[config.mk]
export PLATFORM = sky130hd
export DESIGN_NAME = kyber_butterfly
export DESIGN_NICKNAME = d
export VERILOG_FILES = /design/src/design/kyber_pkg.sv /design/src/design/shift_delay.sv /design/src/design/montgomery_reduce.sv /design/src/design/barrett_reduce.sv /design/src/design/kyber_butterfly.sv
export VERILOG_INCLUDE_DIRS = /design/src /design/src/design
export SDC_FILE = /design/constraint.sdc
export NUM_CORES = 2
export LEC_CHECK = 0
export BUFFER_PORTS_ARGS = -buffer_cell sky130_fd_sc_hd__clkbuf_2
export CAP_MARGIN = 15
export CORE_MARGIN = 3
export CORE_UTILIZATION = 25
export CTS_BUF_LIST = sky130_fd_sc_hd__clkbuf_8 sky130_fd_sc_hd__clkbuf_16
export DETAILED_ROUTE_END_ITERATION = 8
export GPL_TIMING_DRIVEN = 0
export PLACE_DENSITY = 0.36
export SYNTH_ARGS = -nofsm -noshare
export SYNTH_HDL_FRONTEND = slang
export SYNTH_SLANG_ARGS = --single-unit
[constraint.sdc]
create_clock -name clk -period 12.95 [get_ports clk]
set_clock_uncertainty 0.05 [all_clocks]
set_input_delay 0.6475 -clock clk [delete_from_list [all_inputs] [get_ports clk]]
set_output_delay 0.6475 -clock clk [all_outputs]
set_load 0.01 [all_outputs]
[src/design/kyber_config.svh]
`ifndef KYBER_CONFIG_SVH
`define KYBER_CONFIG_SVH

//////////////////////////////////////////////////////////////////////
// modulus and reduction factors
//////////////////////////////////////////////////////////////////////

// kyber prime
`define KYBER_Q          3329
// q^-1 mod 2^16, montgomery step
`define KYBER_QINV       62209
// round(2^26 / q), barrett estimate
`define KYBER_BARRETT_V  20159

//////////////////////////////////////////////////////////////////////
// pipeline depths in cycles
//////////////////////////////////////////////////////////////////////

`define MONT_LATENCY     4
`define BARRETT_LATENCY  3
// operand reg + product reg + montgomery + combine + barrett
`define BFLY_LATENCY     10

`endif

[src/design/kyber_pkg.sv]
package kyber_pkg;

  //////////////////////////////////////////////////////////////////////
  // scalar types
  //////////////////////////////////////////////////////////////////////

  // one coefficient, signed, wide enough for sums of two reduced values
  typedef logic signed [15:0] coeff_t;

  // full product of two coefficients
  typedef logic signed [31:0] prod_t;

  // butterfly flavour
  typedef enum logic {
    mode_ct = 1'b0,  // forward ntt, cooley-tukey
    mode_gs = 1'b1   // inverse ntt, gentleman-sande
  } bfly_mode_e;

  //////////////////////////////////////////////////////////////////////
  // bundles
  //////////////////////////////////////////////////////////////////////

  // one butterfly request, 49 bits
  typedef struct packed {
    coeff_t     a;
    coeff_t     b;
    coeff_t     zeta;
    bfly_mode_e mode;
  } bfly_in_t;

  // reduced butterfly result, 32 bits
  typedef struct packed {
    coeff_t a;
    coeff_t b;
  } bfly_out_t;

  // rides alongside the montgomery pipe, 17 bits
  typedef struct packed {
    coeff_t     keep;
    bfly_mode_e mode;
  } side_t;

endpackage

[src/design/shift_delay.sv]
`timescale 1ns/1ps

module shift_delay #(
  parameter type payload_t = logic [7:0],
  parameter int  DEPTH     = 2
) (
  input  logic     clk,
  input  payload_t din,
  output payload_t dout
);

  //////////////////////////////////////////////////////////////////////
  // register chain
  //////////////////////////////////////////////////////////////////////

  // stage 0 nearest the input
  payload_t stage_q [DEPTH];

  // a zero-depth line makes no sense here
  if (DEPTH < 1) begin : g_depth_check
    $error("shift_delay needs DEPTH of at least 1");
  end

  // payload only, timing comes from the pipe next door
  always_ff @(posedge clk) begin
    stage_q[0] <= din;
    for (int i = 1; i < DEPTH; i++) begin
      stage_q[i] <= stage_q[i-1];
    end
  end

  // oldest entry
  assign dout = stage_q[DEPTH-1];

endmodule

[src/design/montgomery_reduce.sv]
`timescale 1ns/1ps
`include "kyber_config.svh"

module montgomery_reduce (
  input  logic              clk,
  input  logic              arst_n,
  input  logic              ce,
  input  kyber_pkg::prod_t  a,
  output kyber_pkg::coeff_t res,
  output logic              done
);

  import kyber_pkg::*;

  localparam prod_t QINV    = prod_t'(`KYBER_QINV);
  localparam prod_t Q       = prod_t'(`KYBER_Q);
  // |a| must stay under q * 2^15 for a result inside (-q, q)
  localparam prod_t A_BOUND = prod_t'(`KYBER_Q * 32768);

  //////////////////////////////////////////////////////////////////////
  // strobe chain
  //////////////////////////////////////////////////////////////////////

  logic [`MONT_LATENCY-1:0] ce_chain;

  always_ff @(posedge clk or negedge arst_n) begin
    if (!arst_n) begin
      ce_chain <= '0;
    end else begin
      ce_chain <= {ce_chain[`MONT_LATENCY-2:0], ce};
    end
  end

  // top bit, same cycle as res
  assign done = ce_chain[`MONT_LATENCY-1];

  //////////////////////////////////////////////////////////////////////
  // datapath
  //////////////////////////////////////////////////////////////////////

  prod_t  a_q;
  prod_t  a_dly;
  prod_t  qa_prod;
  coeff_t u_q;
  prod_t  t_q;
  prod_t  diff;

  // only the low half of a * qinv matters
  assign qa_prod = a_q * QINV;

  // low 16 bits cancel exactly
  assign diff = a_dly - t_q;

  always_ff @(posedge clk) begin
    // stage 1, capture
    a_q <= a;
    // stage 2, u = a * qinv mod 2^16, signed
    u_q <= qa_prod[15:0];
    // stage 3, t = u * q
    t_q <= prod_t'(u_q) * Q;
    // stage 4, (a - t) >> 16
    res <= diff[31:16];
  end

  // raw input, two more cycles so it meets t
  shift_delay #(
    .payload_t (prod_t),
    .DEPTH     (`MONT_LATENCY - 2)
  ) u_raw_delay (
    .clk  (clk),
    .din  (a_q),
    .dout (a_dly)
  );

  //////////////////////////////////////////////////////////////////////
  // checks
  //////////////////////////////////////////////////////////////////////

  // input bound for the (-q, q) output range
  a_bound_a: assert property (@(posedge clk) disable iff (!arst_n)
    ce |-> (a < A_BOUND) && (a > -A_BOUND))
    else $error("montgomery input out of range: %0d", a);

endmodule

[src/design/barrett_reduce.sv]
`timescale 1ns/1ps
`include "kyber_config.svh"

module barrett_reduce (
  input  logic              clk,
  input  logic              arst_n,
  input  logic              valid_in,
  input  kyber_pkg::coeff_t x,
  output logic              valid_out,
  output kyber_pkg::coeff_t y
);

  import kyber_pkg::*;

  localparam prod_t V     = prod_t'(`KYBER_BARRETT_V);
  localparam prod_t Q     = prod_t'(`KYBER_Q);
  // half of 2^26, rounds the quotient
  localparam prod_t ROUND = prod_t'(1 << 25);

  //////////////////////////////////////////////////////////////////////
  // valid chain
  //////////////////////////////////////////////////////////////////////

  logic [`BARRETT_LATENCY-1:0] vld_chain;

  always_ff @(posedge clk or negedge arst_n) begin
    if (!arst_n) begin
      vld_chain <= '0;
    end else begin
      vld_chain <= {vld_chain[`BARRETT_LATENCY-2:0], valid_in};
    end
  end

  assign valid_out = vld_chain[`BARRETT_LATENCY-1];

  //////////////////////////////////////////////////////////////////////
  // datapath
  //////////////////////////////////////////////////////////////////////

  coeff_t x_q;
  coeff_t x_dly;
  coeff_t quot_q;
  prod_t  xv;
  prod_t  rem;

  // quotient estimate before the shift
  assign xv = prod_t'(x_q) * V + ROUND;
  // centred remainder, roughly within +-q/2
  assign rem = prod_t'(x_dly) - prod_t'(quot_q) * Q;

  always_ff @(posedge clk) begin
    x_q    <= x;
    x_dly  <= x_q;
    quot_q <= coeff_t'(xv >>> 26);
    // fold negatives up by one q
    y      <= (rem < 0) ? coeff_t'(rem + Q) : coeff_t'(rem);
  end

  // output range seen by the butterfly
  y_range_a: assert property (@(posedge clk) disable iff (!arst_n)
    valid_out |-> (y >= 0) && (y <= Q))
    else $error("barrett result out of range: %0d", y);

endmodule

[src/design/kyber_butterfly.sv]
`timescale 1ns/1ps
`include "kyber_config.svh"

module kyber_butterfly (
  input  logic                 clk,
  input  logic                 arst_n,
  input  logic                 in_valid,
  input  kyber_pkg::bfly_in_t  in,
  output logic                 out_valid,
  output kyber_pkg::bfly_out_t out
);

  import kyber_pkg::*;

  localparam coeff_t Q = coeff_t'(`KYBER_Q);

  //////////////////////////////////////////////////////////////////////
  // stage 1 operand forming
  //////////////////////////////////////////////////////////////////////

  logic       s1_valid;
  coeff_t     s1_keep;
  coeff_t     s1_mult;
  coeff_t     s1_zeta;
  bfly_mode_e s1_mode;

  coeff_t     keep_d;
  coeff_t     mult_d;

  // ct keeps a and multiplies b
  // gs keeps a+b and multiplies b-a
  always_comb begin
    if (in.mode == mode_gs) begin
      keep_d = in.a + in.b;
      mult_d = in.b - in.a;
    end else begin
      keep_d = in.a;
      mult_d = in.b;
    end
  end

  always_ff @(posedge clk or negedge arst_n) begin
    if (!arst_n) begin
      s1_valid <= 1'b0;
    end else begin
      s1_valid <= in_valid;
    end
  end

  // operand registers
  always_ff @(posedge clk) begin
    s1_keep <= keep_d;
    s1_mult <= mult_d;
    s1_zeta <= in.zeta;
    s1_mode <= in.mode;
  end

  //////////////////////////////////////////////////////////////////////
  // stage 2 twiddle product
  //////////////////////////////////////////////////////////////////////

  logic  s2_valid;
  prod_t s2_prod;
  side_t s2_side;

  always_ff @(posedge clk or negedge arst_n) begin
    if (!arst_n) begin
      s2_valid <= 1'b0;
    end else begin
      s2_valid <= s1_valid;
    end
  end

  always_ff @(posedge clk) begin
    s2_prod      <= prod_t'(s1_zeta) * prod_t'(s1_mult);
    // side data enters the delay line with the product
    s2_side.keep <= s1_keep;
    s2_side.mode <= s1_mode;
  end

  //////////////////////////////////////////////////////////////////////
  // montgomery reduction and side delay
  //////////////////////////////////////////////////////////////////////

  coeff_t mont_t;
  logic   mont_done;
  side_t  side_dly;

  montgomery_reduce u_montgomery_reduce (
    .clk    (clk),
    .arst_n (arst_n),
    .ce     (s2_valid),
    .a      (s2_prod),
    .res    (mont_t),
    .done   (mont_done)
  );

  // keep and mode delayed to match the montgomery depth
  shift_delay #(
    .payload_t (side_t),
    .DEPTH     (`MONT_LATENCY)
  ) u_side_delay (
    .clk  (clk),
    .din  (s2_side),
    .dout (side_dly)
  );

  //////////////////////////////////////////////////////////////////////
  // combine
  //////////////////////////////////////////////////////////////////////

  logic   c_valid;
  coeff_t c_a;
  coeff_t c_b;

  always_ff @(posedge clk or negedge arst_n) begin
    if (!arst_n) begin
      c_valid <= 1'b0;
    end else begin
      c_valid <= mont_done;
    end
  end

  // ct forms keep +- t
  // gs passes the sum through and t becomes the new b
  always_ff @(posedge clk) begin
    if (mont_done) begin
      if (side_dly.mode == mode_gs) begin
        c_a <= side_dly.keep;
        c_b <= mont_t;
      end else begin
        c_a <= side_dly.keep + mont_t;
        c_b <= side_dly.keep - mont_t;
      end
    end
  end

  //////////////////////////////////////////////////////////////////////
  // final reduction with one barrett per lane
  //////////////////////////////////////////////////////////////////////

  coeff_t res_a;
  coeff_t res_b;

  // a lane provides the output strobe
  barrett_reduce u_barrett_a (
    .clk       (clk),
    .arst_n    (arst_n),
    .valid_in  (c_valid),
    .x         (c_a),
    .valid_out (out_valid),
    .y         (res_a)
  );

  // b lane runs in lockstep and its strobe goes unused
  barrett_reduce u_barrett_b (
    .clk       (clk),
    .arst_n    (arst_n),
    .valid_in  (c_valid),
    .x         (c_b),
    .valid_out (),
    .y         (res_b)
  );

  assign out = '{a: res_a, b: res_b};

  //////////////////////////////////////////////////////////////////////
  // checks
  //////////////////////////////////////////////////////////////////////

  // coefficients and twiddle already reduced to (-q, q)
  in_range_a: assert property (@(posedge clk) disable iff (!arst_n)
    in_valid |-> (in.a > -Q) && (in.a < Q)
              && (in.b > -Q) && (in.b < Q)
              && (in.zeta > -Q) && (in.zeta < Q))
    else $error("butterfly input out of range");

  // side data and montgomery result land together
  // done trails the registered strobe by montgomery depth plus stage 2
  side_align_a: assert property (@(posedge clk) disable iff (!arst_n)
    mont_done == $past(s1_valid, `MONT_LATENCY + 1))
    else $error("montgomery done misaligned with side data");

endmodule

# [Word-level counts from Yosys, hierarchy flattened]
# Memories as Yosys holds them, arrays and structs flattened.
# Cells that the tools add are included.
[totals] ff_bits=344 ram_bits=132 inputBits=52 out_inout_bits=33 word_cells=54 mem_count=2
[classes] add_sub_neg=11 mul=7 n_lt_le_gt_ge=2 n_mux=6
[memory_table] name="u_side_delay.stage_q" words=4 width=17 rd=4 rd_ports_with_merged_regs=0 write_ports=4 line="shift_delay.sv:17" rtl="payload_t stage_q [DEPTH];"
[memory_table] name="u_montgomery_reduce.u_raw_delay.stage_q" words=2 width=32 rd=2 rd_ports_with_merged_regs=0 write_ports=2 line="shift_delay.sv:17"
[ops] operator="two-way mux 16 bit" count=6
[ops] operator="adder 32 x 27 -> 32 bit (second input constant)" count=2
[ops] operator="less-than comparator 32 x 1 -> 1 bit (second input constant)" count=2
[ops] operator="multiplier 16 x 16 -> 32 bit (second input constant)" count=2
[ops] operator="subtractor 16 x 19 -> 20 bit" count=2
[ops] operator="multiplier 6 x 13 -> 19 bit (second input constant)" count=2
[ops] operator="adder 16 x 13 -> 16 bit (second input constant)" count=2
[ops] operator="adder 16 bit" count=2
[ops] operator="multiplier 16 x 16 -> 32 bit" count=1
[ops] operator="multiplier 32 x 17 -> 16 bit (second input constant)" count=1
[ops] operator="subtractor 16 bit" count=2
[ops] operator="subtractor 32 bit" count=1
[ops] operator="multiplier 16 x 13 -> 29 bit (second input constant)" count=1

# [Longest topological paths before layout]
[logic_depth] word_depth=4 mapped_depth=23 ltp_nobuf=22

# [By module]
# A second synthesis with hierarchy kept.
[hier_totals] hier_cells=4434 hier_area_um2=44172.4
[modules_own_cells] module="kyber_butterfly" n_inst=1 cells_each=1750 area_each_um2=16363.2 seq_area_each_um2=2997.9
[modules_own_cells] module="barrett_reduce at u_barrett_b" n_inst=1 cells_each=941 area_each_um2=9235.1 seq_area_each_um2=1156.1
[modules_own_cells] module="barrett_reduce at u_barrett_a" n_inst=1 cells_each=938 area_each_um2=9226.3 seq_area_each_um2=1156.1
[modules_own_cells] module="montgomery_reduce" n_inst=1 cells_each=641 area_each_um2=6465.0 seq_area_each_um2=1961.9
[modules_own_cells] module="shift_delay at u_montgomery_reduce.u_raw_delay" n_inst=1 cells_each=96 area_each_um2=1521.5 seq_area_each_um2=1281.2
[modules_own_cells] module="shift_delay at u_side_delay" n_inst=1 cells_each=68 area_each_um2=1361.3 seq_area_each_um2=1361.3

# [Least setup slack after synthesis]
# No wires, ideal clock.
[synth_timing] path_kind="register to register" start="reg u_barrett_a.x_q[15]" end="reg, netlist name u_barrett_a.quot_q[5]" setup_time_ns=0.119 arrival_time_ns=5.965 t_required_ns=12.781 setup_slack_ns=6.816 stages_incl_launch_ff=19 period_less_slack_ns=6.134 cell_sequence="dfxtp_1 -> inv_1 -> fa_1 -> fa_1 -> fa_1 -> fa_1 -> fa_1 -> inv_1 -> fa_1 -> ha_1 -> a21o_1 -> a21oi_1 -> o21ai_0 -> or4b_1 -> nand2_1 -> o311ai_1 -> a21oi_1 -> o21bai_1 -> xnor2_1"
[synth_via] elab_chain_cells=2
[synth_lines] element="start, declared" line="barrett_reduce.sv:40" rtl="coeff_t x_q;"
[synth_lines] element="start signal, assigned" line="barrett_reduce.sv:52" rtl="x_q <= x;"
[synth_lines] element="multiplier 16 x 16 -> 32 bit" line="barrett_reduce.sv:47" rtl="assign xv = prod_t'(x_q) * V + ROUND;"
[synth_lines] element="adder 32 x 27 -> 32 bit" line="barrett_reduce.sv:47"
[synth_lines] element="net u_barrett_a.xv[31]" line="barrett_reduce.sv:43" rtl="prod_t xv;"
# The timed path passes the listed nets, and every way through them passes these cells.
# A chain may end at the register's enable or synchronous reset.

# [Worst setup path after layout]
[layout_timing] start="reg s1_zeta[6]" end="reg s2_prod[28]"
[layout_via] elab_chain_cells=1
[layout_lines] element="start, declared" line="kyber_butterfly.sv:24" rtl="coeff_t s1_zeta;"
[layout_lines] element="start signal, assigned" line="kyber_butterfly.sv:54" rtl="s1_zeta <= in.zeta;"
[layout_lines] element="multiplier 16 x 16 -> 32 bit" line="kyber_butterfly.sv:75" rtl="s2_prod <= prod_t'(s1_zeta) * prod_t'(s1_mult);"
[layout_lines] element="end signal, assigned" line="kyber_butterfly.sv:75"
[layout_lines] element="end, declared" line="kyber_butterfly.sv:63" rtl="prod_t s2_prod;"
# No other way between the ends.

==> summary.md <==
| Metric | Value |
|---|---|
| Routed Antenna Nets | 0 |
| Avg Synthesized Cell Area | 10.1 um^2 |
| Top FF cell, synth | dfxtp_1 |
| GRT met1 Usage | 0.162 |
| Layout Cells excl Fill | 6588 |
| Post-CTS Setup Bufs | 0 |
| Simple logic cell fraction of the synthesized area | 0.0794 |
| Gr usage total | 0.117 |
| Busiest grt layer | met2 |
| Critical Path End Type | flip-flop |
| Crit start category | flip-flop |
| Adder-cell area share of the yosys netlist | 0.479 |
| Die H | 417 um |
| Actual slew at the worst max-slew pin | 0.832 ns |
| Die X | 417 um |
| Max clock buf depth | 3 |
| Max-slew headroom | 0.445 |
| GR Overflow Total | 0 |
| Largest area contributor in the netlist | fa_1 |
| Seq cells post-synth | 449 |
| Area Growth Syn to Fin | 13.0% |
| Detailed Place HPWL | 83600 um |
| Crit path DAT | 7.52 ns |
| H-tree depth | 2 |
| Xor and xnor fraction of the mapped netlist area | 0.0430 |
| Port Buffer Count | 84 |
| Yosys warns | 0 |
| RSZ-0062 raised after global routing | false |
| Required time of the worst setup path | 13.42 ns |
| Fin. max-slew vios | 0 |
| Placed Instances | 6461 |
| Setup TNS | 0 ns |
| Num CTS Buffers | 57 |
| Antenna violations before repair | 0 |
| Mapped Cells | 4172 |
| Met3 Usage GRT | 0.0128 |
| Via count | 26.2k |
| EDFF count, synth | 32 |
| I/O pin total | 85 |
| # nets final | 5636 |
| CTS Sinks | 449 |
| Die Area | 174000 um^2 |
| Synth top area cells | fa_1 (29%), dfxtp_1 (19%), ha_1 (19%), inv_1 (9.6%), xnor2_1 (3.0%) |
| Outcome | completed |
| Syn Nets | 5474 |
| Initial DRC count | 751 |
| M2 GR Usage | 0.198 |
| Mux cell area share after synthesis | 0.00671 |
| Largest net degree at the start of global routing | 34 |
| Max Cap Violations | 0 |
| Vias in the first global route | 29.0k |
| Synthesized cell area | 42100 um^2 |
| Fin. Hold Viols | 0 |
| Final hold slack | 0.0747 ns |
| Router iterations before antenna repair | 5 |
| CP max FO | 10 |
| Crit path kind | flip-flop to flip-flop |
| DRT Wirelength | 98500 um |
| Combinational family with the most area after synthesis | adder cells |
| Core area | 167000 um^2 |
| Post_cts resized | 0 |
| Sequential share of the synthesized area | 0.222 |
| Min cycle time layout | 7.05 ns |
| FMAX | 142 MHz |
| Hold_buf cts | 17 |
| Setup violators final | 0 |
| FFs w/ async S/R, synth | 0.0223 |
| First-pass GRT wire length | 161000 um |
| FILL cells | 17.9k |
| Tcrit/Tclk final | 0.544 |
| Synth top area share | 0.288 |
| # DRC | 0 |
| Root buffer cell | clkbuf_16 |
| Via-per-instance ratio | 3.98 |
| HP Class | input pin to flip-flop |
| Compound-Gate Fraction of Synth Area | 0.0678 |
| Share of cells above drive strength 1 | 0.0538 |
| Site Rows | 150 |
| RD Place Congestion | 0.789 |
| Clk slew on worst S/H paths | 0.06 ns |
| Clock network latency to the later pin of the worst-skew pair | 0.64 ns |
| Initial Util | 0.252 |
| Distinct cells, synth | 86 |
| TritonCTS clock tree | done |
| Wire length per cell | 15.0 um |
==> critical path, stage by stage (launching register included) <==
cell and delay (ns):
dfxtp_1 0.60, clkbuf_1 0.57, and2_1 0.25, fa_1 0.42
inv_1 0.08, fa_1 0.46, fa_1 0.53, fa_1 0.55
inv_1 0.05, fa_1 0.49, fa_1 0.41, ha_1 0.35
a21o_1 0.19, a21oi_1 0.21, nand3b_1 0.13, a31oi_1 0.39
o21ai_1 0.23, a21o_1 0.27, o211ai_1 0.34, a21boi_0 0.17
xor2_1 0.16
==> layout make-up <==
| class | instances | area [um^2] | share of cell area |
|---|---|---|---|
| well taps | 2204 | 2760 | 0.0579 |
| flip-flops and latches | 449 | 9360 | 0.197 |
| repair buffers | 103 | 646 | 0.0136 |
| clock inverters | 42 | 522 | 0.0110 |
| clock buffers | 66 | 1560 | 0.0328 |
| multi-input cells | 2584 | 28500 | 0.598 |
| plain buffers | 62 | 245 | 0.00515 |
| inverters | 1077 | 4040 | 0.0849 |
| diodes | 1 | 2.50 | 0.0000525 |
==> stage by stage <==
step / setup slack, ns / area, um^2 / utilization
2_1_floorplan: 6.82 / 42100 / -
3_3_place_gp: 5.73 / 45300 / 0.271
3_5_place_dp: 5.81 / 45400 / 0.271
4_1_cts: 5.81 / 47600 / 0.284
5_1_grt: 5.61 / 47600 / 0.285
6_report: 5.90 / 47600 / 0.285
==> registers in the layout, summed over array words and instances (netlist names), 17 cells and up <==
signal / flops
u_side_delay.stage_q: 68
u_montgomery_reduce.u_raw_delay.stage_q: 56
s2_prod: 32
u_montgomery_reduce.a_q: 32
u_montgomery_reduce.t_q: 21
s2_side: 17
==> metal layers <==
layer,up-vias,wire (um)
met5,-,0
met4,0,2130
met3,105,2150
met2,238,45700
met1,12598,48500
li1,13248,-
==> layout by cell type, fill, tap and decap left out, types with 18 or more instances in the layout <==
| cell | instances |
|---|---|
| inv_1 | 1086 |
| ha_1 | 643 |
| fa_1 | 607 |
| dfxtp_1 | 406 |
| nand2_1 | 199 |
| xnor2_1 | 146 |
| nor2_1 | 139 |
| and2_1 | 133 |
| a21oi_1 | 128 |
| clkbuf_2 | 84 |
| o21ai_0 | 69 |
| xor2_1 | 61 |
| clkbuf_16 | 58 |
| clkbuf_1 | 52 |
| a21o_1 | 37 |
| nand3_1 | 37 |
| nor3_1 | 37 |
| o21a_1 | 33 |
| edfxtp_1 | 32 |
| nor2b_1 | 29 |
| nand2b_1 | 28 |
| o21bai_1 | 25 |
| mux2_2 | 18 |
==> path summary, 6_finish.rpt <==
check                                       startpoint                                        endpoint  slack, ns  cells past startpoint
max                                         s1_zeta[6]                                     s2_prod[28]       5.90                     20
min                                           in_valid                                        s1_valid       0.07                      1
max reg2reg                                 s1_zeta[6]                                     s2_prod[28]       5.90                     20
min reg2reg                u_montgomery_reduce.a_q[28]  u_montgomery_reduce.u_raw_delay.stage_q[0][28]       0.27                      0
max in group asynchronous                       arst_n                 u_montgomery_reduce.ce_chain[3]      12.27                      2
min in group asynchronous                       arst_n                 u_montgomery_reduce.ce_chain[2]       0.35                      2
==> kinds of logic after synthesis <==
family                     after synthesis
DFF                                    449
buffers and inverters                 1139
xor gates and xnor gates               207
adders and majority gates             1250
AOI/OAI and AO/OA                      425
muxes                                   26
and+or+nand+nor                        676
==> synthesized netlist by cell type, types with 52 or more instances <==
library cell / count
and2_1: 133
fa_1: 607
nor2_1: 139
xnor2_1: 146
dfxtp_1: 407
o21ai_0: 69
xor2_1: 61
inv_1: 1077
nand2_1: 199
ha_1: 643
clkbuf_1: 52
a21oi_1: 128
Power is not shown: default switching activity piles up to over one toggle a cycle in this logic, so the estimate is an artifact.
